$ cat config.mk
export PLATFORM = sky130hd
export DESIGN_NAME = refill_buffer
export DESIGN_NICKNAME = d
export VERILOG_FILES = /design/src/dcache_pkg.sv /design/src/refill_buffer.sv
export SDC_FILE = /design/constraint.sdc
export NUM_CORES = 1
export LEC_CHECK = 0
export BUFFER_PORTS_ARGS = -buffer_cell sky130_fd_sc_hd__buf_4
export CAP_MARGIN = 20
export CORE_UTILIZATION = 48
export DETAILED_ROUTE_END_ITERATION = 7
export PLACE_DENSITY_LB_ADDON = 0.25
export SLEW_MARGIN = 20
export SYNTH_ARGS = -nofsm -noshare
export SYNTH_HDL_FRONTEND = slang
export SYNTH_SLANG_ARGS = --single-unit
$ cat constraint.sdc
create_clock -name clk -period 2.3 [get_ports clk]
set_clock_uncertainty 0.05 [all_clocks]
set_input_delay 0 -clock clk [delete_from_list [all_inputs] [get_ports clk]]
set_output_delay 0 -clock clk [all_outputs]
set_load 0.02 [all_outputs]
$ cat src/dcache_pkg.sv
package dcache_pkg;

    localparam int NUM_WAYS       = 4;
    localparam int NUM_SETS       = 16;
    localparam int WORDS_PER_LINE = 4;
    localparam int OFFSET_W       = 4;   // byte offset within a line
    localparam int INDEX_W        = 4;
    localparam int TAG_W          = 24;

    typedef logic [31:0]                  addr_t;
    typedef logic [31:0]                  word_t;
    typedef logic [3:0]                   strb_t;
    typedef logic [WORDS_PER_LINE*32-1:0] line_t;  // word 0 in the low bits
    typedef logic [TAG_W-1:0]             tag_t;
    typedef logic [INDEX_W-1:0]           index_t;
    typedef logic [1:0]                   way_t;

    typedef enum logic {
        OP_READ  = 1'b0,
        OP_WRITE = 1'b1
    } cache_op_e;

    typedef enum logic [2:0] {
        IDLE,
        LOOKUP,
        EVICT,
        WB_WAIT,
        REFILL_REQ,
        REFILL,
        INSTALL,
        RESPOND
    } ctrl_state_e;

    // replace the strobed bytes of a word
    function automatic word_t merge_bytes(word_t old_w, word_t new_w, strb_t strb);
        word_t res;
        res = old_w;
        for (int b = 0; b < 4; b++) begin
            if (strb[b]) begin
                res[b*8 +: 8] = new_w[b*8 +: 8];
            end
        end
        return res;
    endfunction

endpackage

$ cat src/refill_buffer.sv
`timescale 1ns/1ns

module refill_buffer (
    input  logic                  clk,
    input  logic                  rst_n,
    input  logic                  refill_start,
    input  dcache_pkg::addr_t     req_addr,
    input  dcache_pkg::cache_op_e req_op,
    input  dcache_pkg::strb_t     req_strb,
    input  dcache_pkg::word_t     req_wdata,
    input  logic                  ret_valid,
    input  logic                  ret_last,
    input  dcache_pkg::word_t     ret_data,
    output logic                  r_data_ready,
    output logic                  fill_done,
    output dcache_pkg::line_t     fill_line
);
    import dcache_pkg::*;

    logic [1:0] beat;      // word slot of the next beat
    logic       take;
    word_t      merged;

    assign take      = ret_valid && r_data_ready;
    assign fill_done = take && ret_last;

    // pending store lands on its own word
    always_comb begin
        merged = ret_data;
        if (req_op == OP_WRITE && beat == req_addr[OFFSET_W-1:2]) begin
            merged = merge_bytes(ret_data, req_wdata, req_strb);
        end
    end

    always_ff @(posedge clk) begin
        if (!rst_n) begin
            r_data_ready <= 1'b0;
            beat         <= '0;
        end else if (refill_start) begin
            r_data_ready <= 1'b1;
            beat         <= '0;
        end else if (take) begin
            beat <= beat + 2'd1;
            if (ret_last) r_data_ready <= 1'b0;
        end
    end

    always_ff @(posedge clk) begin
        if (take) fill_line[beat*32 +: 32] <= merged;
    end

endmodule

* Yosys cells after proc, flatten, opt, wreduce, memory -nomap -nowiden *
Index checks and enable logic that the tools add are counted.

storage, ports and cells
  bits in writable memories = 0
  register bits after elaboration = 131
  input port bits = 106
  memories = 0
  bits in latches = 0
  memory bits (read-only) = 0

cells by class
  divide/modulo/power cells = 0
  add/sub/neg operators = 2
  equal/unequal tests = 1
  reduce and logical (&&, ||, !) cells = 7
  $mul = 0
  mux-type cells = 9
  magnitude comparators = 0
  shifts and indexed selects = 2
  bitwise logic cells = 1

operator list
  kind                         number
  $bwmux W128                  1
  $shift A32 B34 Y128 const A  1
  $shiftx A32 B34 Y128         1
  $neg A7 Y34                  1
  $mux W32                     1
  $mux W8                      4
  $reduce_bool A2 Y1           2
  $logic_and A1 B1 Y1          3
  $mux W1                      3
  $add A2 B1 Y2 const B        1
  $eq A2 B2 Y1                 1
  $reduce_and A2 Y1            1
  $reduce_or A2 Y1             1
  $not A1 Y1                   1

* Logic depth before layout (Yosys ltp) *
  word-level depth = 5
  gate-level depth with buffers = 5

* Worst setup path before layout *
No wires, ideal clock.

  kind = register to register
  from = reg beat[0] (netlist name)
  to = reg fill_line[64], enable pin
  stages on the path, launching flop included = 4
  setup slack = 0.340 ns
  arrival = 1.518 ns
  required time = 1.858 ns
  library setup time = 0.392 ns
  clock period less this slack = 1.960 ns
  cells stage by stage = dfxtp_1 inv_1 ha_1 and3_1

RTL lines
  what                            line                 text
  end signal: indexed assignment  refill_buffer.sv:49  if (take) fill_line[beat*32 +: 32] <= merged;
  end: declaration                refill_buffer.sv:16  output dcache_pkg::line_t fill_line

* Worst setup path in the final report *
  from = reg beat[0]
  to = reg fill_line[15], data pin

on the way
  word-level cells in the longest chain between the ends = 5
  elaborated cells on any way between the ends = 7
  classes of those cells = add/sub (1); eq/ne (1); shift (2); mux (2); reduce/logical (1)

ends and longest elaborated chain
  what                                                 line                 text
  start: declaration                                   refill_buffer.sv:20  logic [1:0] beat;
  start signal: assignment                             refill_buffer.sv:43  beat <= beat + 2'd1;
  branches (longest 4 deep; another with $neg A7 Y34)  n/a
  $bwmux W128 (*)                                      refill_buffer.sv:49

Every way passes the cells marked *.
A chain may end at the register's enable or synchronous reset.

==> results.txt <==
----------------------------------------------------
[Clocking]
  CTS buffer count ... 17
  Number of buffers inserted by post-CTS setup repair ... 0
  Root buffer selected by CTS ... sky130_fd_sc_hd__clkbuf_16
  CTS max path bufs ... 2
  Clk Latency, worst-skew pair ... 0.41 ns
  CTS sink count ... 131
  Clock tree from TritonCTS ... yes
  Post-CTS clock slew at the launch and capture registers of the worst setup and hold paths ... 0.06 ns
  H-tree level count ... 4

[Setup path]
  Data arrival at the endpoint of the critical path ... 2.41 ns
  Worst Reg2Reg Path Length in Cells ... 4
  Reg-to-Reg Start ... beat[0]
  Crit path required time ... 2.48 ns
  Reg-to-reg critical path endpoint ... fill_line[15]
  Endpoint class of the critical path ... flip-flop
  Critical-path maximum fanout ... 32
  Category of the critical setup timing path ... flip-flop to flip-flop
  Startpoint kind of the worst setup timing path ... flip-flop
  Register-to-register path setup slack ... 0.07 ns

[Yosys]
  Biggest area contributors in the synthesized netlist ... sky130_fd_sc_hd__edfxtp_1 68%, sky130_fd_sc_hd__a21boi_0 17%, sky130_fd_sc_hd__o31ai_1 4.2%
  Share of Yosys cell area claimed by the top area cell type ... 0.677
  Number of flops mapped to enable cells by yosys ... 128
  Number of cells produced by synthesis ... 390
  Combined area of all synthesized cells ... roughly 0.0057 sq mm
  Number of register bits inferred by synthesis ... 131
  Top cell types by occurrence after synthesis ... 128 x sky130_fd_sc_hd__a21boi_0, 128 x sky130_fd_sc_hd__edfxtp_1, 32 x sky130_fd_sc_hd__nand4_1, 32 x sky130_fd_sc_hd__o31ai_1, 16 x sky130_fd_sc_hd__clkbuf_1
  Sequential cell area fraction in the yosys report ... 0.687
  Post-synth net total ... 501
  Count of different cell masters after synthesis ... 23
  Average footprint of a synthesized cell ... approximately 15 sq um
  Yosys warnings ... 0
  Post-synthesis async set-or-reset flop share ... 0
  Cell taking the most area after synthesis ... sky130_fd_sc_hd__edfxtp_1
  Primary flip-flop cell chosen by synthesis mapping ... sky130_fd_sc_hd__edfxtp_1

[Min path]
  Path class of the lowest-slack min-delay path ... input pin to flip-flop
  Number of cells on the worst hold path ... 3
  Worst min-delay path startpoint ... ret_data[18]
  Worst-case hold path end point ... fill_line[50]

[Floorplanning]
  Rows ... 39
  Full die area ... 0.0123 sq mm
  I/O pins ... between 200 and 250
  Starting Density ... 0.495
  Die height ... 111 um
  Die X-Extent ... 111 um
  Placeable Area ... 0.0115 sq mm

[Global routing]
  Leftover overflow at the end of global routing ... 0
  Pin count of the biggest net entering global routing ... 33
  Via count of the first global-routing pass ... 4681
  Overall track demand over capacity in global routing ... 0.278
  Global-route wire length before repair ... 25.7 mm
  Initial antenna violation count ... 0

[STA]
  Final Hold Viols ... 0
  Slew at the pin closest to its max-slew limit ... a little over 1 ns
  Top achievable clock speed ... around 450 MHz
  Period minus WS final ... roughly 2.2 ns
  Worst max-slew margin expressed relative to the limit ... 0.326
  Number of max-slew violations in the final report ... 0
  Unrepaired setup endpoints after global routing ... true
  Final setup violation count ... 0
  Part of the cycle the worst path needs ... 0.970

[Detailed routing]
  Remaining antenna violation count ... 0
  Residual DRC count ... 0
  TritonRoute pass-1 iters ... 5
  Average via count per standard cell ... 5.92
  Detailed-route wire length per cell ... about 22 um
  Starting DRT DRC Count ... 358
  Number of vias in the routed layout ... 4554
  Routed Wire Length ... 17.2 mm

[Final layout]
  Fraction of layout instances using a drive strength above 1 ... 0.423
  Final design utilization ... 0.726
  Number of standard cells in the layout, taps in and fillers out ... 769
  Growth of design area from synthesis to finish ... 46.5%
  Antenna fix cells ... 0
  Nets ... 724
  Fill cell count ... 755

[Place]
  Number of placed cells counting well taps ... 723
  Buffers on Ports ... around 210
  Final weighted congestion in routability-driven placement ... 0.802
  Detailed placer's ending HPWL ... 10.7 mm

[Outcome]
  Status ... finished, final reports clean

[Power]
  Total leakage power ... 3.36 nW
  Power per cell area ... 731 mW/mm^2
  Overall Power ... 6.08 mW
  Largest voltage drop on the vdd net ... 0.000392 V

[Flow run]
  Max Cap Viol ... 0

----------------------------------------------------
## through the flow
step,TNS (ns),cell area (sq um),hold slack [ns],worst slack (ns)
after global placement,0,7510,0.170,0.186
after floorplan,0,5680,0.0782,0.340
after CTS,0,8300,0.000123,0.0155
after detailed placement,0,7510,0.187,0.0991
after global routing,-0.0464,8320,0.0113,-0.0177
final,0,8320,0.00801,0.0682
## report_power, final
| group | internal [mW] | leakage (nW) | switching (mW) | total (mW) |
|---|---|---|---|---|
| combinational | 0.197 | 1.62 | 0.266 | 0.463 |
| sequential | 2.63 | 1.43 | 0.0116 | 2.65 |
| clock | 1.94 | 0.318 | 1.04 | 2.98 |
| total | 4.77 | 3.36 | 1.32 | 6.08 |
## worst max-delay path, stage by stage, from the launching register on
cell                       delay, ns
sky130_fd_sc_hd__dfxtp_1        0.39
sky130_fd_sc_hd__buf_4          0.20
sky130_fd_sc_hd__xor2_4         0.79
sky130_fd_sc_hd__o31ai_1        0.32
sky130_fd_sc_hd__a21boi_0       0.29
## cells by family after synthesis
family,after synthesis,synth area share
XOR/XNOR,5,0.00771
flip-flops,131,0.687
adder cells (fa/ha/maj),5,0.0110
AO/OA/AOI/OAI,162,0.213
AND/OR/NAND/NOR,56,0.0584
buffers and inverters,31,0.0225
## cells in the final DEF (no fill, tap or decap), types with 2 or more instances in the layout
cell | synthesis | routed
sky130_fd_sc_hd__and3_2 | 0 | 4
sky130_fd_sc_hd__inv_6 | 0 | 3
sky130_fd_sc_hd__xor2_4 | 0 | 3
sky130_fd_sc_hd__a21boi_0 | 128 | 128
sky130_fd_sc_hd__clkbuf_16 | 0 | 17
sky130_fd_sc_hd__bufinv_16 | 0 | 5
sky130_fd_sc_hd__nor3b_2 | 0 | 3
sky130_fd_sc_hd__nand4_1 | 32 | 32
sky130_fd_sc_hd__edfxtp_1 | 128 | 128
sky130_fd_sc_hd__ha_1 | 5 | 5
sky130_fd_sc_hd__dfxtp_1 | 3 | 2
sky130_fd_sc_hd__clkinv_4 | 0 | 4
sky130_fd_sc_hd__nand2_1 | 7 | 7
sky130_fd_sc_hd__a21oi_1 | 2 | 2
sky130_fd_sc_hd__and2_1 | 3 | 3
sky130_fd_sc_hd__inv_1 | 2 | 2
sky130_fd_sc_hd__buf_4 | 0 | 215
sky130_fd_sc_hd__o31ai_1 | 32 | 32
sky130_fd_sc_hd__buf_12 | 0 | 4
sky130_fd_sc_hd__xnor2_2 | 0 | 2
sky130_fd_sc_hd__dlygate4sd3_1 | 0 | 13
sky130_fd_sc_hd__clkinv_2 | 0 | 2
## registers in the layout, summed over array words and instances, names as in the netlist
| signal | cells |
|---|---|
| beat | 2 |
| fill_line | 128 |
| r_data_ready | 1 |
## area by class of cell
class	instances	area, sq um	share of cell area
timing repair buffer	232	1820	0.219
clock inverter	15	229	0.0275
inverter	2	7.51	0.000902
sequential	131	3910	0.469
multi-input combinational	229	1750	0.211
tap	143	179	0.0215
clock buffer	17	425	0.0511
## metal layers
layer,share of wire,track usage,up-vias
met5,0,0,-
met4,0.030,0.131,0
met3,0.11,0.0815,47
met2,0.49,0.465,329
met1,0.37,0.330,2160
li1,-,-,2018
## how the worst max path moves through the flow
stage	from	end	cells after the start
finish	beat[0]	fill_line[15]	4
floorplan	beat[0]	fill_line[64]	3
global route	beat[0]	fill_line[85]	4
detailed placement	beat[0]	fill_line[115]	4
CTS	beat[1]	fill_line[15]	3
global placement	beat[1]	fill_line[22]	3
## timing repair
item                                    in CTS  in global routing
endpoints found under the hold margin       12                  0
gates resized for setup                      0                  2
endpoints found under the setup margin       0                 45
hold buffers                                13                  0
No activity file was read; power rests on OpenSTA's default activity.
