## config.mk

```make
export PLATFORM = sky130hd
export DESIGN_NAME = tag_store
export DESIGN_NICKNAME = d
export VERILOG_FILES = /design/src/dcache_pkg.sv /design/src/tag_store.sv
export SDC_FILE = /design/constraint.sdc
export NUM_CORES = 2
export LEC_CHECK = 0
export ABC_AREA = 1
export BUFFER_PORTS_ARGS = -buffer_cell sky130_fd_sc_hd__buf_2
export CAP_MARGIN = 15
export CORE_MARGIN = 4
export CORE_UTILIZATION = 28
export CTS_CLUSTER_DIAMETER = 40
export DETAILED_ROUTE_END_ITERATION = 8
export PLACE_DENSITY_LB_ADDON = 0.2
export SYNTH_ARGS = -nofsm -noshare
export SYNTH_HDL_FRONTEND = slang
export SYNTH_SLANG_ARGS = --single-unit
```

## constraint.sdc

```tcl
create_clock -name clk -period 3.1 [get_ports clk]
set_input_delay 0.31 -clock clk [delete_from_list [all_inputs] [get_ports clk]]
set_output_delay 0.31 -clock clk [all_outputs]
set_load 0.005 [all_outputs]
```

## src/dcache_pkg.sv

```systemverilog
package dcache_pkg;

    localparam int NUM_WAYS       = 4;
    localparam int NUM_SETS       = 16;
    localparam int WORDS_PER_LINE = 4;
    localparam int OFFSET_W       = 4;   // byte offset within a line
    localparam int INDEX_W        = 4;
    localparam int TAG_W          = 24;

    typedef logic [31:0]                  addr_t;
    typedef logic [31:0]                  word_t;
    typedef logic [3:0]                   strb_t;
    typedef logic [WORDS_PER_LINE*32-1:0] line_t;  // word 0 in the low bits
    typedef logic [TAG_W-1:0]             tag_t;
    typedef logic [INDEX_W-1:0]           index_t;
    typedef logic [1:0]                   way_t;

    typedef enum logic {
        OP_READ  = 1'b0,
        OP_WRITE = 1'b1
    } cache_op_e;

    typedef enum logic [2:0] {
        IDLE,
        LOOKUP,
        EVICT,
        WB_WAIT,
        REFILL_REQ,
        REFILL,
        INSTALL,
        RESPOND
    } ctrl_state_e;

    // replace the strobed bytes of a word
    function automatic word_t merge_bytes(word_t old_w, word_t new_w, strb_t strb);
        word_t res;
        res = old_w;
        for (int b = 0; b < 4; b++) begin
            if (strb[b]) begin
                res[b*8 +: 8] = new_w[b*8 +: 8];
            end
        end
        return res;
    endfunction

endpackage

```

## src/tag_store.sv

```systemverilog
`timescale 1ns/1ns

module tag_store (
    input  logic              clk,
    input  logic              rst_n,
    input  logic              lookup_en,
    input  dcache_pkg::addr_t rd_addr,
    input  dcache_pkg::addr_t req_addr,
    input  logic              tag_we,
    input  logic              dirty_set,
    input  dcache_pkg::way_t  access_way,
    output logic              hit,
    output dcache_pkg::way_t  hit_way,
    output dcache_pkg::way_t  victim_way,
    output logic              victim_valid,
    output logic              victim_dirty,
    output dcache_pkg::tag_t  victim_tag
);
    import dcache_pkg::*;

    tag_t                tags       [NUM_SETS][NUM_WAYS];
    logic [NUM_WAYS-1:0] valid_bits [NUM_SETS];
    logic [NUM_WAYS-1:0] dirty_bits [NUM_SETS];
    logic [1:0]          age        [NUM_SETS][NUM_WAYS];  // 0 is youngest

    tag_t                tag_q [NUM_WAYS];
    logic [NUM_WAYS-1:0] valid_q, dirty_q, match;
    logic                lookup_q, lru_touch;
    index_t              rd_idx, req_idx;
    tag_t                req_tag;

    assign rd_idx  = rd_addr[OFFSET_W +: INDEX_W];
    assign req_idx = req_addr[OFFSET_W +: INDEX_W];
    assign req_tag = req_addr[31 -: TAG_W];

    // set read, compared one cycle later
    always_ff @(posedge clk) begin
        if (lookup_en) begin
            tag_q   <= tags[rd_idx];
            valid_q <= valid_bits[rd_idx];
            dirty_q <= dirty_bits[rd_idx];
        end
    end

    always_ff @(posedge clk) begin
        if (!rst_n) begin
            lookup_q <= 1'b0;
        end else begin
            lookup_q <= lookup_en;
        end
    end

    always_comb begin
        hit_way = '0;
        for (int w = 0; w < NUM_WAYS; w++) begin
            match[w] = valid_q[w] && (tag_q[w] == req_tag);
            if (match[w]) hit_way = way_t'(w);
        end
        hit = |match;
    end

    // lowest invalid way wins, otherwise the oldest
    always_comb begin
        victim_way = '0;
        for (int w = NUM_WAYS-1; w >= 0; w--) begin
            if (age[req_idx][w] == 2'(NUM_WAYS-1)) victim_way = way_t'(w);
        end
        for (int w = NUM_WAYS-1; w >= 0; w--) begin
            if (!valid_q[w]) victim_way = way_t'(w);
        end
    end

    assign victim_valid = valid_q[victim_way];
    assign victim_dirty = dirty_q[victim_way];
    assign victim_tag   = tag_q[victim_way];

    always_ff @(posedge clk) begin
        if (tag_we) tags[req_idx][access_way] <= req_tag;
    end

    assign lru_touch = (lookup_q && hit) || tag_we;

    always_ff @(posedge clk) begin
        if (!rst_n) begin
            for (int s = 0; s < NUM_SETS; s++) begin
                valid_bits[s] <= '0;
                dirty_bits[s] <= '0;
                for (int w = 0; w < NUM_WAYS; w++) age[s][w] <= 2'(w);
            end
        end else begin
            if (tag_we) begin
                valid_bits[req_idx][access_way] <= 1'b1;
                dirty_bits[req_idx][access_way] <= dirty_set;  // clean unless a write miss
            end else if (dirty_set) begin
                dirty_bits[req_idx][access_way] <= 1'b1;
            end
            if (lru_touch) begin
                for (int w = 0; w < NUM_WAYS; w++) begin
                    if (way_t'(w) == access_way) begin
                        age[req_idx][w] <= '0;
                    end else if (age[req_idx][w] < age[req_idx][access_way]) begin
                        age[req_idx][w] <= age[req_idx][w] + 2'd1;
                    end
                end
            end
        end
    end

endmodule

```

* Word level (Yosys, flattened, before mapping)
Memories as Yosys holds them, arrays and structs flattened. A register that Yosys moved wholly into a read port is not among the register bits.
Index checks and enable logic that the tools add are counted.
W data, S select, Z words.
** Storage, ports and cells
- Register bits :: 1
- Memory bits (writable) :: 1792
- Output and inout bits :: 31
- Word-level logic and storage cells :: 140
- Memories :: 4
** Operators by class
- $add $sub $neg :: 4
- Order comparisons :: 10
- Equal/unequal tests :: 11
- Muxes and demuxes :: 87
- Bitwise gates (word level) :: 10
- Reductions and logical operators :: 13
** Memories
- tags :: depth 16, width 96, read ports 1, clocked after memory_dff 1, wr ports 1, RTL line tag_store.sv:21 : tag_t tags [NUM_SETS][NUM_WAYS];
- age :: depth 16, width 8, read ports 1, clocked after memory_dff 0, wr ports 16, RTL line tag_store.sv:24 : logic [1:0] age [NUM_SETS][NUM_WAYS];
- dirty_bits :: depth 16, width 4, read ports 1, clocked after memory_dff 1, wr ports 16, RTL line tag_store.sv:23 : logic [NUM_WAYS-1:0] dirty_bits [NUM_SETS];
- valid_bits :: depth 16, width 4, read ports 1, clocked after memory_dff 1, wr ports 16, RTL line tag_store.sv:22 : logic [NUM_WAYS-1:0] valid_bits [NUM_SETS];
** Operators with widths (count)
- $eq A24 B24 Y1 :: 4
- $mux W96 :: 1
- $mux W24 :: 3
- $mux W1 :: 50
- $bmux W24 S2 :: 1
- $demux W24 S2 :: 1
- $mux W4 :: 10
- $mux W2 :: 16
- $reduce_or A4 Y1 :: 3
- $add A2 B1 Y2 const B :: 4
- $eq A2 B2 Y1 const B :: 4
- $lt A2 B2 Y1 :: 4
- $mux W8 :: 1
- $or A1 B1 Y1 :: 8
- $reduce_or A8 Y1 :: 1
- $logic_and A1 B1 Y1 :: 7
- $ge A3 B3 Y1 const B :: 2
- $lt A2 B3 Y1 const B :: 2
- $not A2 Y3 :: 2
- $bmux W1 S2 :: 2
- $bmux W2 S2 :: 1
- $eq A2 B2 Y1 const A :: 2
- $lt A3 B1 Y1 const B :: 1
- $demux W1 S2 :: 1
- other kinds (4) :: 4

* Logic depth before layout (Yosys ltp)
An unclocked memory read counts as a cell.
- Word-level depth :: 14
- Gate-level depth with buffers :: 23
- Gate-level depth less buffers :: 19

* Worst setup path after synthesis
Ideal clock, no wire load.
- Path type :: input port to output port
- Start point :: input req_addr[4]
- End point :: output victim_tag[10]
- Data arrival time :: 3.172 ns
- Path slack :: -0.382 ns
- Cell stages on the path :: 21
- Cell sequence :: buf_4 inv_2 buf_6 nor2_2 buf_2 a22oi_1 a21oi_1 or2_0 or3_1 ha_1 inv_1 a21oi_1 o21ai_0 nand2_1 nand2_1 nand2_1 inv_1 clkbuf_1 clkbuf_1 nor2_1 o22ai_1
** Between the ends
- Word-level cells in the longest chain between the ends :: 14
- Elaborated cells on any way between the ends :: 17
- Classes of those cells :: 4 x eq/ne; 11 x mux; 1 x bitwise; 1 x memory
** RTL lines
- from (decl) :: RTL line tag_store.sv:8 : input dcache_pkg::addr_t req_addr,
- $mem_v2 Z16 W8 *
- $eq A2 B2 Y1 :: RTL line tag_store.sv:66 : if (age[req_idx][w] == 2'(NUM_WAYS-1)) victim_way = way_t'(w);
- $mux W2 (3 in series) :: RTL line tag_store.sv:66
- $mux W2 * :: RTL line tag_store.sv:66
- $mux W2 * (4 in series) :: RTL line tag_store.sv:69 : if (!valid_q[w]) victim_way = way_t'(w);
- named net victim_way[0] :: RTL line tag_store.sv:14 : output dcache_pkg::way_t victim_way,
- $not A2 Y3 (implied by the code) * :: RTL line tag_store.sv:75 : assign victim_tag = tag_q[victim_way];
- $bmux W24 S2 * :: RTL line tag_store.sv:75
- $mux W24 (implied by the code) * (2 in series) :: RTL line tag_store.sv:75
- to (decl) :: RTL line tag_store.sv:17 : output dcache_pkg::tag_t victim_tag
The timed path passes the listed nets; every way through them passes the cells marked *. The select of a mux whose other input is x is not followed.

* Worst setup path after layout
- Start point :: memory age[5][5] in the netlist's numbering
- End point :: output victim_tag[6]
** Between the ends
- Word-level cells in the longest chain between the ends :: 12
** RTL lines (RTL line)
- from (decl) :: tag_store.sv:24
- $mem_v2 Z16 W8
- $eq A2 B2 Y1 :: tag_store.sv:66
- $mux W2 (2 in series) :: tag_store.sv:66
- $mux W2 (4 in series) :: tag_store.sv:69
- $not A2 Y3 (implied by the code) :: tag_store.sv:75
- $bmux W24 S2 :: tag_store.sv:75
- $mux W24 (implied by the code) (2 in series) :: tag_store.sv:75
No other way between the ends. The select of a mux whose other input is x is not followed.

==> flow_summary.rst <==
.. list-table::
   :header-rows: 1

   * - Metric
     - Value
   * - Clock period minus worst slack
     - 4103 ps
   * - Pwr per Cell Area
     - 662.1 nW/um2
   * - Share of synthesized area occupied by flip-flops and latches
     - 70.88%
   * - Run status
     - complete, but fails checks
   * - # H-tree levels
     - 5
   * - Overall die width
     - 540.7 um
   * - Via density
     - 4.904
   * - Antenna violations before repair
     - 19
   * - Synthesized-area fraction occupied by xor and xnor cells
     - 0.2646%
   * - Maximum Capacitance Violations
     - 0
   * - Worst hold-check slack
     - 66.23 ps
   * - Root buffer cell
     - clkbuf_16
   * - Worst reg2reg path startpoint
     - age[5][5]$_SDFFCE_PN0P_
   * - Flop2flop setup slack
     - -90 ps
   * - Net total in the final layout
     - 6892
   * - Number of enable flip-flop cells after synthesis
     - 1832
   * - Worst reg-to-reg path cell count
     - 14
   * - Worst Tran Pin Value
     - 1047 ps
   * - Count of pins over their slew limit
     - 0
   * - Full die area
     - 292300 um2
   * - Syn Inst Count
     - 6279
   * - Final routed wirelength across all metal layers
     - 267400 um
   * - Capturing element type of the critical path
     - primary output
   * - Unrepaired setup endpoints after global routing
     - yes
   * - Post-synthesis compound-gate area fraction
     - 11.90%
   * - Number of buffers added on ports
     - 69
   * - Final weighted congestion in routability-driven placement
     - 0.8967
   * - Multiplexer share of the synthesized area
     - 5.039%
   * - Overall die height
     - 540.7 um
   * - Initial core utilization
     - 28.14%
   * - Post-route clock skew
     - 58.06 ps
   * - Cell row count
     - 195
   * - Cts bufs inserted
     - 290
   * - Synth Register Bits
     - 1897
   * - Clock transition time at the flip-flop clock pins of the worst setup and hold paths
     - 50 ps
   * - Synth Flop Type
     - edfxtp_1
   * - Number of filler instances in the final layout
     - 27.25k
   * - CTS tree
     - done
   * - Cell area after synthesis
     - 79450 um2
   * - Worst path cell trace
     - a22oi_1, a21oi_1, or2_4, or3_4, ha_4, nor3_4, buf_6, nor3_4, nor2_4, clkinv_4, buf_12, o21ai_2, a21oi_1, nor2_1, buf_2
   * - Cell total after placement
     - 10.20k
   * - Detail Route Antenna Nets
     - 0
   * - Final hold vios
     - 0
   * - CP Max Fanout
     - 7
   * - Synth Warn #
     - 0
   * - Worst endpoint required time
     - 2790 ps
   * - Max VDD drop
     - 0.3957 mV
   * - Buffers from clock root to sink, at most
     - 4
   * - Synthesized net count
     - 6358
   * - Fmax
     - 243.7 MHz
   * - Number of iterations in the first detailed-routing pass
     - 6
   * - Clock Latency Late Sink
     - 840 ps
   * - First-pass GRT wire length
     - 379300 um
   * - Synth Area in Adders
     - 0.1260%
   * - Average footprint of a synthesized cell
     - 12.65 um2
   * - Crit-path slowest cell
     - edfxtp_1
   * - Area after detailed placement
     - 88690 um2
   * - Start point of the critical path
     - age[5][5]$_SDFFCE_PN0P_
   * - End of the worst register-to-register path
     - age[13][5]$_SDFFCE_PN0P_
   * - Synthesis-to-finish area growth
     - 26.77%
   * - Arrival time of data at the critical path endpoint
     - 3790 ps
   * - Worst setup SP type
     - flop
   * - Main combinational cell family by area after synthesis
     - compound AO/OA/AOI/OAI gates
   * - Global-route usage over all layers
     - 17.62%
   * - Library cells used by synthesis
     - 45
   * - Total number of vias
     - 52.88k
   * - Lkg Pwr
     - 35.93 nW
   * - Worst setup path class
     - flop to primary output
   * - Vias in the first global route
     - 51.03k
   * - Largest net degree at the start of global routing
     - 107
   * - Number of remaining DRC errors
     - 0
   * - Initial DRC Count
     - 4359
   * - Class of the tightest hold or removal check
     - input port to flop
   * - Final setup violation count
     - 155
   * - Critical path destination
     - victim_tag[6]
   * - Number of cells in the finished layout apart from fillers
     - 10.78k
   * - Ys async rst share
     - 0%
   * - Largest stage delay on the critical path
     - 410 ps
   * - Post-route worst setup slack
     - -1003 ps
   * - Tcrit/Tclk final
     - 132.3%
   * - Share of layout cells above drive strength 1
     - 20.75%
   * - HPWL after DPL
     - 161800 um
   * - Worst setup slack before clock tree synthesis
     - -676.0 ps
   * - Routed length per placed instance
     - 24.79 um
   * - Sequential cell area
     - 56310 um2
   * - Core Footprint
     - 282300 um2
   * - Cell area after layout
     - 100700 um2
   * - Clk sinks
     - 1897
   * - Multi-input logic area
     - 20920 um2
   * - Ports
     - 102
   * - Max_slew headroom
     - 30.19%
   * - Violations in the final reports
     - setup timing
   * - GR Overflow Total
     - 0
   * - Area fraction in and, or, nand and nor cells after synthesis
     - 6.893%
worst min path at each step:
stage,start,endpoint,slack (ps),cells after the start
CTS,req_addr[24],tags[1][88]$_DFFE_PP_,4,2
global placement,valid_bits[14][0]$_DFF_P_,valid_bits[14][0]$_DFF_P_,440,2
finish,req_addr[24],tags[1][88]$_DFFE_PP_,70,2
global route,req_addr[24],tags[1][88]$_DFFE_PP_,40,2
detailed placement,valid_bits[8][0]$_DFF_P_,valid_bits[8][0]$_DFF_P_,450,2
floorplan,lookup_en,lookup_q$_SDFF_PN0_,410,2
cells in the final DEF (no fill, tap or decap), types with 29 or more instances in the layout:
| master | n |
|---|---|
| o211ai_1 | 400 |
| nor2_2 | 39 |
| buf_12 | 125 |
| edfxtp_1 | 1832 |
| nand2_2 | 84 |
| clkinvlp_4 | 30 |
| nand3_1 | 176 |
| buf_2 | 52 |
| nor3_1 | 72 |
| nand2_4 | 31 |
| a21oi_1 | 457 |
| nand2_1 | 499 |
| o22ai_1 | 41 |
| clkbuf_16 | 312 |
| o21ai_0 | 643 |
| buf_4 | 440 |
| nor2_1 | 255 |
| nor2_4 | 60 |
| clkinv_1 | 38 |
| clkbuf_1 | 30 |
| clkinv_2 | 29 |
| inv_1 | 554 |
| bufinv_16 | 32 |
| mux2i_1 | 400 |
| dfxtp_1 | 65 |
kinds of logic after synthesis:
| family | after synthesis |
|---|---|
| flip-flops | 1897 |
| AO/OA/AOI/OAI | 1652 |
| AND/OR/NAND/NOR | 1302 |
| buffers and inverters | 996 |
| multiplexers | 400 |
| XOR/XNOR | 24 |
| adder cells (fa/ha/maj) | 8 |
synthesized netlist by cell type (14+ instances only):
cell type / instances / area share (%)
mux2i_1: 400 / 5.0
nand2_1: 615 / 2.9
clkbuf_1: 320 / 1.5
inv_1: 564 / 2.7
buf_1: 22 / 0.10
nand4_1: 17 / 0.13
nor3_1: 78 / 0.49
o211ai_1: 400 / 3.8
dfxtp_1: 65 / 1.6
edfxtp_1: 1832 / 69
a22oi_1: 32 / 0.30
xnor2_1: 17 / 0.19
nor2_2: 14 / 0.11
buf_2: 66 / 0.42
nand3_1: 197 / 1.2
o22ai_1: 49 / 0.39
nor2_1: 339 / 1.6
o21ai_0: 686 / 4.3
a21oi_1: 472 / 3.0
per-layer routing:
layer,wire length (um),part of all wire [%],GRT usage (%)
met1,120400,45,24.69
met2,127400,48,28.99
met3,13540,5.1,2.321
met4,5996,2.2,4.208
met5,27,0.010,0
final cells by class:
type                       instances  share of cell area [%]
sequential                      1897                   55.91
multi-input combinational       3386                   20.77
clock buffer                     337                   7.706
timing repair buffer             663                   6.795
tap                             3743                   4.650
inverter                         575                   2.173
clock inverter                   177                   1.973
antenna                            6                 0.01491
state kept, by name, indices dropped and copies added, names as in the netlist:
register    flops
tags         1536
age           128
tag_q          96
dirty_bits     64
valid_bits     64
dirty_q         4
valid_q         4
lookup_q        1
power by group:
part           switching, W  internal, W
Clock                0.0120       0.0207
Sequential         0.000248       0.0285
Combinational       0.00339      0.00181
Total                0.0156       0.0510
stage by stage:
stage | util [%] | setup TNS [ps] | power, W
floorplan | - | -5703 | 0.03129
global placement | 31.42 | -58430 | 0.03389
detailed placement | 31.42 | -61220 | 0.03390
CTS | 35.29 | -27030 | 0.06714
global route | 35.67 | -46220 | 0.06894
finish | 35.68 | -28400 | 0.06669
worst max-delay path, delay by kind of cell, from the launching register on:
kind / cells / cell delay [ps]
adder cells (fa/ha/maj): 1 / 180
AND/OR/NAND/NOR: 6 / 1330
buffers and inverters: 4 / 650
AO/OA/AOI/OAI: 4 / 380
flip-flops: 1 / 410
what timing repair did:
item	CTS	global route
setup endpoints to repair	232	224
pin swaps	40	49
hold endpoints to repair	20	0
setup buffers	29	18
hold buffers	5	0
gates cloned	13	10
gates resized for setup	153	244
Power figures use the tool's default switching activity.
