$ cat src/dcache_pkg.sv
package dcache_pkg;

    localparam int NUM_WAYS       = 4;
    localparam int NUM_SETS       = 16;
    localparam int WORDS_PER_LINE = 4;
    localparam int OFFSET_W       = 4;   // byte offset within a line
    localparam int INDEX_W        = 4;
    localparam int TAG_W          = 24;

    typedef logic [31:0]                  addr_t;
    typedef logic [31:0]                  word_t;
    typedef logic [3:0]                   strb_t;
    typedef logic [WORDS_PER_LINE*32-1:0] line_t;  // word 0 in the low bits
    typedef logic [TAG_W-1:0]             tag_t;
    typedef logic [INDEX_W-1:0]           index_t;
    typedef logic [1:0]                   way_t;

    typedef enum logic {
        OP_READ  = 1'b0,
        OP_WRITE = 1'b1
    } cache_op_e;

    typedef enum logic [2:0] {
        IDLE,
        LOOKUP,
        EVICT,
        WB_WAIT,
        REFILL_REQ,
        REFILL,
        INSTALL,
        RESPOND
    } ctrl_state_e;

    // replace the strobed bytes of a word
    function automatic word_t merge_bytes(word_t old_w, word_t new_w, strb_t strb);
        word_t res;
        res = old_w;
        for (int b = 0; b < 4; b++) begin
            if (strb[b]) begin
                res[b*8 +: 8] = new_w[b*8 +: 8];
            end
        end
        return res;
    endfunction

endpackage

$ cat src/dcache_ctrl.sv
`timescale 1ns/1ns

module dcache_ctrl (
    input  logic                  clk,
    input  logic                  rst_n,
    input  logic                  valid,
    input  dcache_pkg::cache_op_e op,
    input  dcache_pkg::addr_t     addr,
    input  dcache_pkg::strb_t     write_type,
    input  dcache_pkg::word_t     w_data,
    input  logic                  hit,
    input  dcache_pkg::way_t      hit_way,
    input  dcache_pkg::way_t      victim_way,
    input  logic                  victim_valid,
    input  logic                  victim_dirty,
    input  dcache_pkg::tag_t      victim_tag,
    input  logic                  fill_done,
    input  logic                  wb_done,
    input  logic                  r_rdy,
    input  dcache_pkg::line_t     rd_lines [dcache_pkg::NUM_WAYS],
    input  dcache_pkg::line_t     fill_line,
    output dcache_pkg::addr_t     req_addr,
    output dcache_pkg::cache_op_e req_op,
    output dcache_pkg::strb_t     req_strb,
    output dcache_pkg::word_t     req_wdata,
    output logic                  data_valid,
    output dcache_pkg::word_t     r_data,
    output logic                  lookup_en,
    output logic                  tag_we,
    output logic                  dirty_set,
    output logic                  data_we,
    output dcache_pkg::strb_t     data_strb,
    output logic                  data_line_we,
    output dcache_pkg::way_t      access_way,
    output logic                  refill_start,
    output logic                  wb_load,
    output dcache_pkg::addr_t     wb_addr,
    output dcache_pkg::line_t     victim_line,
    output logic                  r_req,
    output dcache_pkg::addr_t     r_addr
);
    import dcache_pkg::*;

    ctrl_state_e state, state_next;
    way_t        victim_way_q;
    tag_t        victim_tag_q;
    logic [1:0]  word_sel;
    logic        write_hit;
    line_t       resp_line;

    always_ff @(posedge clk) begin
        if (!rst_n) begin
            state <= IDLE;
        end else begin
            state <= state_next;
        end
    end

    // request register, loaded when the lookup starts
    always_ff @(posedge clk) begin
        if (lookup_en) begin
            req_addr  <= addr;
            req_op    <= op;
            req_strb  <= write_type;
            req_wdata <= w_data;
        end
        if (state == LOOKUP && !hit) begin
            victim_way_q <= victim_way;
            victim_tag_q <= victim_tag;
        end
    end

    always_comb begin
        state_next = state;
        case (state)
            IDLE:       if (valid) state_next = LOOKUP;
            LOOKUP: begin
                if (hit) begin
                    state_next = IDLE;
                end else if (victim_valid && victim_dirty) begin
                    state_next = EVICT;
                end else begin
                    state_next = REFILL_REQ;
                end
            end
            EVICT:      state_next = WB_WAIT;   // line copied in one cycle
            WB_WAIT:    if (wb_done) state_next = REFILL_REQ;
            REFILL_REQ: if (r_rdy) state_next = REFILL;
            REFILL:     if (fill_done) state_next = INSTALL;
            INSTALL:    state_next = RESPOND;
            RESPOND:    state_next = IDLE;
            default:    state_next = IDLE;
        endcase
    end

    assign write_hit    = (state == LOOKUP) && hit && (req_op == OP_WRITE);
    assign lookup_en    = (state == IDLE) && valid;
    assign data_valid   = ((state == LOOKUP) && hit) || (state == RESPOND);
    assign data_we      = write_hit;
    assign data_strb    = req_strb;
    assign tag_we       = (state == INSTALL);
    assign data_line_we = (state == INSTALL);
    assign dirty_set    = write_hit || ((state == INSTALL) && (req_op == OP_WRITE));
    assign access_way   = (state == LOOKUP) ? hit_way : victim_way_q;
    assign refill_start = (state == REFILL_REQ) && r_rdy;
    assign wb_load      = (state == EVICT);
    assign r_req        = (state == REFILL_REQ);

    assign r_addr      = {req_addr[31:OFFSET_W], {OFFSET_W{1'b0}}};
    assign wb_addr     = {victim_tag_q, req_addr[OFFSET_W +: INDEX_W], {OFFSET_W{1'b0}}};
    assign victim_line = rd_lines[victim_way_q];  // array output held since the lookup

    // hit data from the arrays, miss data from the merged refill line
    assign word_sel  = req_addr[OFFSET_W-1:2];
    assign resp_line = (state == RESPOND) ? fill_line : rd_lines[hit_way];
    assign r_data    = resp_line[word_sel*32 +: 32];

endmodule

$ cat config.mk
export PLATFORM = sky130hd
export DESIGN_NAME = dcache_ctrl
export DESIGN_NICKNAME = d
export VERILOG_FILES = /design/src/dcache_pkg.sv /design/src/dcache_ctrl.sv
export SDC_FILE = /design/constraint.sdc
export NUM_CORES = 1
export LEC_CHECK = 0
export ABC_CLOCK_PERIOD_IN_PS = 11720
export BUFFER_PORTS_ARGS = -buffer_cell sky130_fd_sc_hd__buf_2
export CAP_MARGIN = 30
export CORE_AREA = 2 2 412 414
export CTS_CLUSTER_DIAMETER = 100
export DETAILED_ROUTE_END_ITERATION = 8
export DIE_AREA = 0 0 414 416
export PLACE_DENSITY = 0.3
export SYNTH_ARGS = -nofsm -noshare
export SYNTH_HDL_FRONTEND = slang
export SYNTH_SLANG_ARGS = --single-unit
$ cat constraint.sdc
create_clock -name clk -period 11.72 [get_ports clk]
set_clock_uncertainty 0.1 [all_clocks]
set_input_delay 1.758 -clock clk [delete_from_list [all_inputs] [get_ports clk]]
set_output_delay 1.758 -clock clk [all_outputs]
set_load 0.05 [all_outputs]
* Word level (Yosys, flattened, before mapping)
Cells that the tools add are included.
** Storage, ports and cells
- Output and inout port bits :: 308
- Logic and storage cells :: 50
- Bits in registers :: 98
** Operators by class
- Bitwise gates (word level) :: 2
- Order comparisons :: 2
- Equality and inequality tests :: 11
- Reductions and logical operators :: 12
- Shift operators :: 1
- Muxes and demuxes :: 15
** Operators by type and width (number)
- two-way mux 128 bit :: 5
- binary-select mux 128 bit (select 2 bit) :: 2
- variable part select 128 x 8 -> 32 bit :: 1
- one-hot mux 3 bit (8 select lines) :: 1
- two-way mux 3 bit :: 6
- equality test 3 bit (second input constant) :: 4
- inequality test 2 bit (second input constant) :: 4
- logical AND 1 bit :: 7
- equality test 3 x 2 -> 1 bit (second input constant) :: 2
- greater-or-equal comparator 3 bit (second input constant) :: 2
- NOT 2 -> 3 bit :: 2
- AND reduction 4 bit :: 1
- equality test 3 x 1 -> 1 bit (second input constant) :: 1
- logical NOT 3 bit :: 1
- logical OR 1 bit :: 2
- two-way mux 2 bit :: 1
- logical NOT 1 bit :: 1

* Depth between registers and ports, before layout
Gate-level depths: netlist of run 1.
- Depth in word-level cells :: 6
- Depth in mapped cells :: 8
- Depth with buffers taken out :: 4

* Worst setup path before layout of run 1
No wires, ideal clock.
- Path type :: in2out
- Start point :: input port valid
- End point :: output port lookup_en
- Buffers on the path :: 0
- Required time :: 9.862 ns
- Slack :: -0.341 ns
- Arrival :: 10.203 ns
- Cell stages on the path :: 1
- Path through :: nor4b_1
** On the way
- Longest elaborated chain between the ends :: 1
** Ends and longest elaborated chain
- from (decl) :: RTL line dcache_ctrl.sv:6 : input logic valid,
- logical AND 1 bit :: RTL line dcache_ctrl.sv:97 : assign lookup_en = (state == IDLE) && valid;
- to (decl) :: RTL line dcache_ctrl.sv:28 : output logic lookup_en,
No other way between the ends.

* Final worst setup path of run 1
- Start point :: input port hit_way[1]
- End point :: output port r_data[21]
** On the way
- Longest elaborated chain between the ends :: 6
** Ends and longest elaborated chain
- from (decl) :: RTL line dcache_ctrl.sv:12 : input dcache_pkg::way_t hit_way,
- NOT 2 -> 3 bit (implied by the code) :: RTL line dcache_ctrl.sv:115 : assign resp_line = (state == RESPOND) ? fill_line : rd_lines[hit_way];
- binary-select mux 128 bit (select 2 bit) :: RTL line dcache_ctrl.sv:115
- two-way mux 128 bit (implied by the code) (2 in series) :: RTL line dcache_ctrl.sv:115
- two-way mux 128 bit :: RTL line dcache_ctrl.sv:115
- variable part select 128 x 8 -> 32 bit :: RTL line dcache_ctrl.sv:116 : assign r_data = resp_line[word_sel*32 +: 32];
- to (decl) :: RTL line dcache_ctrl.sv:27 : output dcache_pkg::word_t r_data,
No other way between the ends. The select of a mux whose other input is x is not followed.

==> results of run 1 <==
==> worst max-delay path by stage <==
stage | from | end | cells after the start
final | hit_way[1] | r_data[21] | 7
after global routing | hit_way[1] | r_data[20] | 7
after CTS | hit_way[1] | r_data[20] | 7
after detailed placement | hit_way[1] | r_data[20] | 7
after global placement | hit_way[1] | r_data[20] | 7
after floorplan | valid | lookup_en | 1
==> sequential cells by signal, summed over array words and instances (netlist names) <==
signal / flops
victim_way_q: 2
state: 3
req_wdata: 32
req_op: 1
req_addr: 32
data_strb: 4
victim_tag_q: 24
==> logic make-up (layout without fill, tap and decap cells) <==
logic type             after synthesis  count (layout)  share of synthesized area, %
AOI/OAI and AO/OA                  169             169                          7.98
buffers and inverters              145            1084                          6.63
and+or+nand+nor                     57              57                          2.79
DFF                                 98              98                          24.6
other                                1              28                        0.0317
muxes                              356             356                          57.9
==> stage by stage <==
stage | hold slack [ps] | std cells | total power [W]
2_1_floorplan | 575 | 833 | 0.00108
3_3_place_gp | 553 | 3971 | 0.00152
3_5_place_dp | 554 | 3973 | 0.00151
4_1_cts | 572 | 3989 | 0.00189
5_1_grt | 594 | 3997 | 0.00192
6_report | 574 | 4010 | 0.00184
==> placed cells by master (no fill, tap or decap), types with 8 or more instances in the layout <==
master     instances
a211oi_1          32
a21oi_1           32
buf_2           1045
buf_4             15
clkbuf_16          9
conb_1             8
diode_2           20
edfxtp_1          95
mux2_2            66
mux2i_1           34
mux4_2           256
nor2b_1           33
o21ai_0           36
o21ai_1           62
==> power groups by stage <==
stage          sequential [W]  combinational, W  clock [W]
2_1_floorplan        0.000514          0.000564          0
3_3_place_gp         0.000440           0.00108          0
3_5_place_dp         0.000440           0.00107          0
4_1_cts              0.000432           0.00108   0.000378
5_1_grt              0.000434           0.00111   0.000377
6_report             0.000431           0.00106   0.000354
==> tightest hold or removal path, cell delays in order (launching register included) <==
cell	delay [ps]
dfxtp_1	310
buf_4	180
nand2_1	70
a21boi_0	70
==> per-layer routing <==
layer	global-route usage, %	up-vias	wire, um
li1	-	5427	-
met1	15.2	7028	44900
met2	22.5	841	57700
met3	4.45	160	10300
met4	2.25	56	2130
met5	0	-	356
==> final cells by class <==
| class | count | area, um2 |
|---|---|---|
| fill | 19374 | 148000 |
| multi-input combinational | 590 | 8190 |
| clock inverter | 7 | 96.3 |
| sequential | 98 | 2910 |
| clock buffer | 9 | 225 |
| antenna | 20 | 50.0 |
| timing repair buffer | 1067 | 5470 |
| tap | 2218 | 2780 |
| inverter | 1 | 3.75 |
==> flow_summary.json, run 1 <==
{
  "status": "complete, no violations",
  "crit_chain": "buf_8 > buf_4 > mux4_2 > mux2_2 > o21ai_1 > o21ai_1 > buf_2",
  "power.density_mw_per_mm2": 93.5,
  "worst_slew_pin_slew_ps": 1060,
  "viasPerCell": 3.37,
  "hold_buffers": 0,
  "synthFlopType": "edfxtp_1",
  "post-synth-top-area-fraction_pct": 48.8,
  "worst-setup-path-type": "primary input to primary output",
  "grt_util_all_layers_pct": 12.8,
  "maxSlewHeadroom_pct": 28.6,
  "min_to": "state[1]",
  "fmax_mhz": 145,
  "fin_crit_sh_pct": 58.8,
  "synth_area_per_cell_um2": 14.3,
  "ys_types": 29,
  "switching_power_w": 0.000910,
  "die_area_mm2": 0.172,
  "antenna_found_initial": 91,
  "clkPwrFrac_pct": 19.2,
  "cp_top_family": "buffers and inverters",
  "worst_slack_ps": 4830,
  "syn2layout_area_growth_pct": 66.8,
  "drt_iter0_drc": 988,
  "cpMostUsedCell": "o21ai_1",
  "synth_top_cells_by_area": "mux4_2 (49%), edfxtp_1 (24%), mux2_2 (6.3%), buf_4 (3.4%), mux2i_1 (2.9%)",
  "cp.arrival_ps": 5030,
  "yosysTopAreaCell": "mux4_2",
  "grt_max_degree": 78,
  "synth_edf_count": 95,
  "cp_max_fo": 55,
  "cts_sinks": 98,
  "vias": 13512,
  "drc_errors": 0,
  "syn_inst": 826,
  "crit_required_ps": 9860,
  "leakage_nw": 7.81,
  "switching_share_pct": 49.4,
  "cts_root_buffer": "clkbuf_16",
  "clk_latency_ps": 420,
  "place_area_mm2": 0.0193,
  "reg2reg_to": "req_wdata[3]",
  "hp-class": "flip-flop to flip-flop",
  "cts.repair.resized": 0,
  "tritoncts": "done",
  "intPower_w": 0.000933,
  "hpwl_um": 102000,
  "async_flop_share_pct": 0,
  "pwr-share-comb_pct": 57.4,
  "grt_pass1_vias": 13597,
  "cts.reportedPaths.clkPinSlew_ps": 100,
  "drive_gt1_share_pct": 79.6,
  "cts_made_buffers": 9,
  "post_drt_wl_per_cell_um": 28.8,
  "rsz0062_at_grt": "false",
  "setup_tns_ps": 0,
  "overflow": 0,
  "drt-total-wl_um": 115000,
  "max_stage_delay_ps": 700,
  "final_core_util_pct": 11.7,
  "rows": 151,
  "ys_top_cells_by_count": "mux4_2 (256), edfxtp_1 (95), mux2_2 (66), o21ai_1 (62), buf_4 (54)",
  "ios": 1054,
  "fin_nets": 2513,
  "antenna_left": 0,
  "core_area_mm2": 0.168,
  "netlist_area_mm2": 0.0118,
  "p_seq_share_pct": 23.4,
  "start_util_pct": 7.03,
  "hold_viol_final": 0,
  "synth_most_common_cell": "mux4_2",
  "htree_num_levels": 3,
  "slowest_stage": "o21ai_1",
  "hold_start": "state[1]",
  "period_needed_ps": 6890,
  "synth_seq_cells": 98,
  "pre_cts_slack_ps": 4680,
  "setup.worst_path.end_class": "primary output",
  "die_w_um": 414,
  "finalSetupViolCount": 0,
  "stdcell_area_mm2": 0.0197,
  "gp_congestion": 0.918,
  "ff2ff_setup_slack_ps": 9270,
  "drt-pass1-iter-count": 5,
  "die_h_um": 416,
  "grt_pass1_wl_um": 146000,
  "vdd_drop_max_uv": 135,
  "worstHoldPathCells": 3,
  "yosys_warnings": 0,
  "worst_setup_path_start_kind": "primary input",
  "path_buf_inv": 3,
  "clk_path_buf_depth": 2,
  "io_buffer_count": 1045,
  "r2r_cells": 3,
  "postCtsSetupRepairBufs": 0,
  "yosysSeqAreaShare_pct": 24.6,
  "drv_cap": 0,
  "r2r-start": "state[0]",
  "maxSlewViolCount": 0
}
No activity file was read; power rests on OpenSTA's default activity.
==> run 2, diff against run 1 <==
==> config.mk (replaced) <==
export PLATFORM = sky130hd
export DESIGN_NAME = dcache_ctrl
export DESIGN_NICKNAME = d
export VERILOG_FILES = /design/src/dcache_pkg.sv /design/src/dcache_ctrl.sv
export SDC_FILE = /design/constraint.sdc
export NUM_CORES = 1
export LEC_CHECK = 0
export ABC_AREA = 1
export ABC_CLOCK_PERIOD_IN_PS = 5760
export BUFFER_PORTS_ARGS = -buffer_cell sky130_fd_sc_hd__buf_2
export CAP_MARGIN = 30
export CORE_AREA = 2 2 406 408
export CTS_CLUSTER_DIAMETER = 100
export DETAILED_ROUTE_END_ITERATION = 8
export DIE_AREA = 0 0 408 410
export PLACE_DENSITY = 0.31
export SYNTH_ARGS = -nofsm -noshare
export SYNTH_HDL_FRONTEND = slang
export SYNTH_SLANG_ARGS = --single-unit
==> constraint.sdc (replaced) <==
create_clock -name clk -period 5.76 [get_ports clk]
set_clock_uncertainty 0.1 [all_clocks]
set_input_delay 0.864 -clock clk [delete_from_list [all_inputs] [get_ports clk]]
set_output_delay 0.864 -clock clk [all_outputs]
set_load 0.05 [all_outputs]
==> flow_summary.json, run 2 <==
{
  "status": "complete, no violations",
  "finalSetupViolCount": 0,
  "clk_path_buf_depth": 2,
  "max_stage_delay_ps": 780,
  "final_common_cell": "buf_2",
  "worst_slew_pin_slew_ps": 981,
  "cp_top_family": "simple AND/OR/NAND/NOR gates",
  "viasPerCell": 3.79,
  "hpwl_um": 121000,
  "path_buf_inv": 2,
  "overflow": 0,
  "leakage_nw": 11.9,
  "netlist_area_mm2": 0.0145,
  "drc_errors": 0,
  "worst_setup_path_start_kind": "flip-flop",
  "fin_hold_ws_ps": 535,
  "rows": 149,
  "final_core_util_pct": 13.6,
  "fin_nets": 4414,
  "synth_area_per_cell_um2": 5.15,
  "antenna_found_initial": 75,
  "crit_chain": "nand2_8 > buf_4 > nor2_1 > nor2_1 > nand2_1 > nand2_1 > nand2_1 > nand2_1 > buf_2",
  "clk_latency_ps": 390,
  "setup.worst_path.end_class": "primary output",
  "yosys_warnings": 0,
  "syn2layout_area_growth_pct": 52.9,
  "cts.repair.resized": 0,
  "power.density_mw_per_mm2": 191,
  "drt-total-wl_um": 145000,
  "post-synth-top-area-fraction_pct": 26.1,
  "yosysSeqAreaShare_pct": 20.0,
  "htree_num_levels": 3,
  "cp_max_fo": 81,
  "period_needed_ps": 4430,
  "yosysTopAreaCell": "nand2_1",
  "cp.depth": 9,
  "die_area_mm2": 0.167,
  "maxSlewViolCount": 0,
  "async_flop_share_pct": 0,
  "drv_cap": 0,
  "vdd_drop_max_uv": 271,
  "start_util_pct": 8.89,
  "cpMostUsedCell": "nand2_1",
  "drt_iter0_drc": 1591,
  "ys_types": 21,
  "grt_pass1_wl_um": 190000,
  "layout_common_cells": "buf_2 (1043), nand2_1 (1009), nor2_1 (330), nand3_1 (324), inv_1 (297)",
  "core_area_mm2": 0.163,
  "ios": 1054,
  "hold_buffers": 0,
  "cts_made_buffers": 9,
  "ys_top_cells_by_count": "nand2_1 (1009), nor2_1 (330), nand3_1 (324), inv_1 (301), a21oi_1 (228)",
  "r2r_cells": 5,
  "fin_crit_sh_pct": 77.0,
  "drt-pass1-iter-count": 5,
  "synth_most_common_cell": "nand2_1",
  "drive_gt1_share_pct": 30.4,
  "cts_root_buffer": "clkbuf_16",
  "cts_sinks": 98,
  "vias": 22315,
  "gp_congestion": 0.875,
  "rsz0062_at_grt": "false",
  "hold_viol_final": 0,
  "worstHoldPathCells": 1,
  "grt_max_degree": 139,
  "cp.arrival_ps": 3470,
  "fmax_mhz": 225,
  "antenna_left": 0,
  "grt_pass1_vias": 21731,
  "synth_seq_cells": 98,
  "postCtsSetupRepairBufs": 0,
  "tritoncts": "done",
  "synthFlopType": "edfxtp_1",
  "reg_top3": "req_addr x32, req_wdata x32, victim_tag_q x24",
  "syn_inst": 2823,
  "regArea_mm2": 0.00291,
  "synth_top_cells_by_area": "nand2_1 (26%), edfxtp_1 (20%), nand3_1 (11%), nor2_1 (8.5%), a21oi_1 (7.9%)",
  "io_buffer_count": 1045,
  "post_drt_wl_per_cell_um": 24.7,
  "worst-setup-path-type": "flip-flop to primary output",
  "multi_input_area_mm2": 0.00929,
  "grt_util_all_layers_pct": 16.5,
  "synth_edf_count": 95,
  "crit_required_ps": 4800,
  "cts.reportedPaths.clkPinSlew_ps": 90,
  "setup_tns_ps": 0,
  "die_w_um": 408,
  "hp-class": "primary input to flip-flop",
  "die_h_um": 410,
  "maxSlewHeadroom_pct": 34.6,
  "nFillCells": 19667,
  "slowest_stage": "dfxtp_1"
}
run 2: cell types whose count changed after synthesis, moves of 39 or more:
| cell | delta |
|---|---|
| o22ai_1 | +64 |
| nand3_1 | +323 |
| nor2_1 | +325 |
| mux2_2 | -66 |
| o21ai_1 | -62 |
| a21oi_1 | +196 |
| buf_2 | +39 |
| o21ai_0 | +161 |
| nand2_1 | +1002 |
| clkbuf_1 | +76 |
| mux4_2 | -256 |
| inv_1 | +300 |
run 2: final cells by class:
cell class              count  area share [%]
inverters                 304            5.26
multi-input cells        2166            41.8
diodes                     28           0.315
flip-flops and latches     98            13.1
well taps                2189            12.3
repair buffers           1089            25.8
clock inverters             6           0.321
clock buffers              10            1.03
run 2: cells by family after synthesis:
family	count (synthesis)	synth area share (%)
flops	98	20.0
buf+inv	566	16.5
other cells	1	0.0258
simple gates	1669	46.0
compound gates	489	17.4
run 2: where the power goes:
| part | internal (W) | leakage [nW] | switching [W] |
|---|---|---|---|
| Combinational | 0.000628 | 10.8 | 0.00203 |
| Sequential | 0.000864 | 0.921 | 0.0000404 |
| Clock | 0.000343 | 0.146 | 0.000337 |
| Total | 0.00184 | 11.9 | 0.00241 |
run 2: final timing paths:
path                                     from               to  slack (ps)
worst max-delay path                 state[2]       r_data[28]        1330
worst min-delay path            victim_tag[5]  victim_tag_q[5]         530
worst max register to register       state[2]         state[2]        3520
worst min register to register       state[0]         state[1]         620
run 2: worst reg2reg max path, stage by stage (launching register included):
cell and delay [ps]:
dfxtp_1 780, inv_1 230, nor2_4 620, o21ai_0 240, nand2_1 110, a21oi_1 60
run 2: routing by layer:
layer | vias to the layer above | wire length [um] | GRT usage, %
met4 | 40 | 4300 | 5.49
met3 | 143 | 10800 | 4.28
met1 | 10551 | 61600 | 20.6
met2 | 952 | 68300 | 27.6
li1 | 10629 | - | -
met5 | - | 230 | 0
run 2: per-stage QoR:
step | instances | cell area (um2) | power [W] | setup slack, ps
3_5_place_dp | 5846 | 21800 | 0.00366 | 1150
3_3_place_gp | 5846 | 21800 | 0.00367 | 1190
6_report | 5890 | 22200 | 0.00424 | 1330
2_1_floorplan | 2830 | 14600 | 0.00245 | 1250
4_1_cts | 5862 | 22100 | 0.00436 | 1150
5_1_grt | 5879 | 22200 | 0.00451 | 1050
==> run 3, diff against run 2 <==
==> config.mk (replaced) <==
export PLATFORM = sky130hd
export DESIGN_NAME = dcache_ctrl
export DESIGN_NICKNAME = d
export VERILOG_FILES = /design/src/dcache_pkg.sv /design/src/dcache_ctrl.sv
export SDC_FILE = /design/constraint.sdc
export NUM_CORES = 1
export LEC_CHECK = 0
export ABC_AREA = 0
export ABC_CLOCK_PERIOD_IN_PS = 4310
export BUFFER_PORTS_ARGS = -buffer_cell sky130_fd_sc_hd__buf_2
export CAP_MARGIN = 30
export CORE_AREA = 2 2 412 414
export CTS_CLUSTER_DIAMETER = 100
export DETAILED_ROUTE_END_ITERATION = 8
export DIE_AREA = 0 0 414 416
export PLACE_DENSITY = 0.3
export SYNTH_ARGS = -nofsm -noshare
export SYNTH_HDL_FRONTEND = slang
export SYNTH_SLANG_ARGS = --single-unit
==> constraint.sdc (replaced) <==
create_clock -name clk -period 4.31 [get_ports clk]
set_clock_uncertainty 0.1 [all_clocks]
set_input_delay 0.6465 -clock clk [delete_from_list [all_inputs] [get_ports clk]]
set_output_delay 0.6465 -clock clk [all_outputs]
set_load 0.05 [all_outputs]
==> flow_summary.json, run 3 (same netlist as run 1, synthesis figures left out) <==
{
  "syn2layout_area_growth_pct": 69.7,
  "cts.repair.resized": 0,
  "crit_chain": "buf_12 > buf_4 > mux4_2 > nor2b_1 > a211oi_1 > o21ai_1 > buf_2",
  "grt_max_degree": 79,
  "maxSlewViolCount": 0,
  "maxSlewHeadroom_pct": 34.9,
  "fmax_mhz": 257,
  "worst_slew_pin_slew_ps": 976,
  "io_buffer_count": 1045,
  "antenna_left": 0,
  "core_area_mm2": 0.168,
  "status": "complete, no violations",
  "tritoncts": "done",
  "fin_crit_sh_pct": 90.3,
  "cts_sinks": 98,
  "gp_congestion": 0.911,
  "start_util_pct": 7.03,
  "die_w_um": 414,
  "hold_viol_final": 0,
  "drt-pass1-iter-count": 5,
  "dpl.cell_count": 4005,
  "setup_tns_ps": 0,
  "regArea_mm2": 0.00291,
  "hold_buffers": 0,
  "final_common_cell": "buf_2",
  "reg_top3": "req_addr x32, req_wdata x32, victim_tag_q x24",
  "fin_hold_ws_ps": 306,
  "hp-class": "primary input to flip-flop",
  "power.density_mw_per_mm2": 251,
  "layout_common_cells": "buf_2 (1043), mux4_2 (256), edfxtp_1 (95), mux2_2 (66), o21ai_1 (62)",
  "cp.arrival_ps": 3140,
  "finalSetupViolCount": 0,
  "vdd_drop_max_uv": 227,
  "drv_cap": 0,
  "drt_iter0_drc": 972,
  "grt_pass1_wl_um": 146000,
  "final_cells": 4041,
  "final_core_util_pct": 11.9,
  "drc_errors": 0,
  "cts_made_buffers": 9,
  "finalPower_w": 0.00504,
  "clk_latency_ps": 410,
  "viasPerCell": 3.34,
  "clk_path_buf_depth": 2,
  "die_area_mm2": 0.172,
  "overflow": 0,
  "grt_pass1_vias": 13872,
  "die_h_um": 416,
  "worst-setup-path-type": "flip-flop to primary output",
  "period_needed_ps": 3890,
  "setup.worst_path.end_class": "primary output",
  "cp_max_fo": 35,
  "htree_num_levels": 3,
  "path_buf_inv": 3,
  "rsz0062_at_grt": "false",
  "max_stage_delay_ps": 510,
  "worst_setup_path_start_kind": "flip-flop",
  "cp_top_family": "buffers and inverters",
  "crit_required_ps": 3560,
  "leakage_nw": 7.99,
  "vias": 13488,
  "cts_root_buffer": "clkbuf_16",
  "postCtsSetupRepairBufs": 0,
  "hpwl_um": 103000,
  "slowest_stage": "a211oi_1",
  "fin_nets": 2544,
  "post_drt_wl_per_cell_um": 28.4,
  "multi_input_area_mm2": 0.00819,
  "grt_util_all_layers_pct": 12.8,
  "rows": 151,
  "ios": 1054,
  "antenna_found_initial": 87,
  "cts.reportedPaths.clkPinSlew_ps": 90,
  "nFillCells": 19394,
  "drive_gt1_share_pct": 79.8,
  "drt-total-wl_um": 115000
}
run 3: cell types whose count changed in the layout (fill, tap and decap cells not counted), moves of 66 or more:
cell / change
a21oi_1: -196
inv_1: -296
mux2_2: +66
mux4_2: +256
nand2_1: -1002
nand3_1: -324
nor2_1: -325
o21ai_0: -161
run 3: cell type report:
type,instances,area share [%]
sequential,98,14.5
tap,2218,13.8
antenna,20,0.249
clock buffer,9,1.12
timing repair buffer,1098,29.0
inverter,1,0.0187
multi-input combinational,590,40.8
clock inverter,7,0.436
run 3: metal layers:
layer  part of all wire, %  up-vias  global-route usage [%]
met4                   1.8       52                    2.94
li1                      -     5506                       -
met1                    40     6976                    15.4
met3                   8.2      149                    4.28
met5                  0.30        -                       0
met2                    49      805                    21.9
run 3: power by group:
group / leakage, nW / internal (W) / switching, W
clock: 0.152 / 0.000462 / 0.000474
sequential: 0.920 / 0.00113 / 0.0000429
combinational: 6.92 / 0.000978 / 0.00195
run 3: final timing paths:
check	start	endpoint	slack, ps	cells past startpoint
max	req_addr[2]	r_data[9]	420	7
min	victim_tag[8]	victim_tag_q[8]	310	1
max reg2reg	state[1]	victim_tag_q[5]	2190	4
min reg2reg	state[2]	state[2]	570	3
run 3: stage by stage:
stage | setup slack (ps) | cell area [um2]
floorplan | 206 | 11900
global placement | 609 | 19700
detailed placement | 596 | 19700
CTS | 445 | 20000
global route | 334 | 20000
finish | 420 | 20100
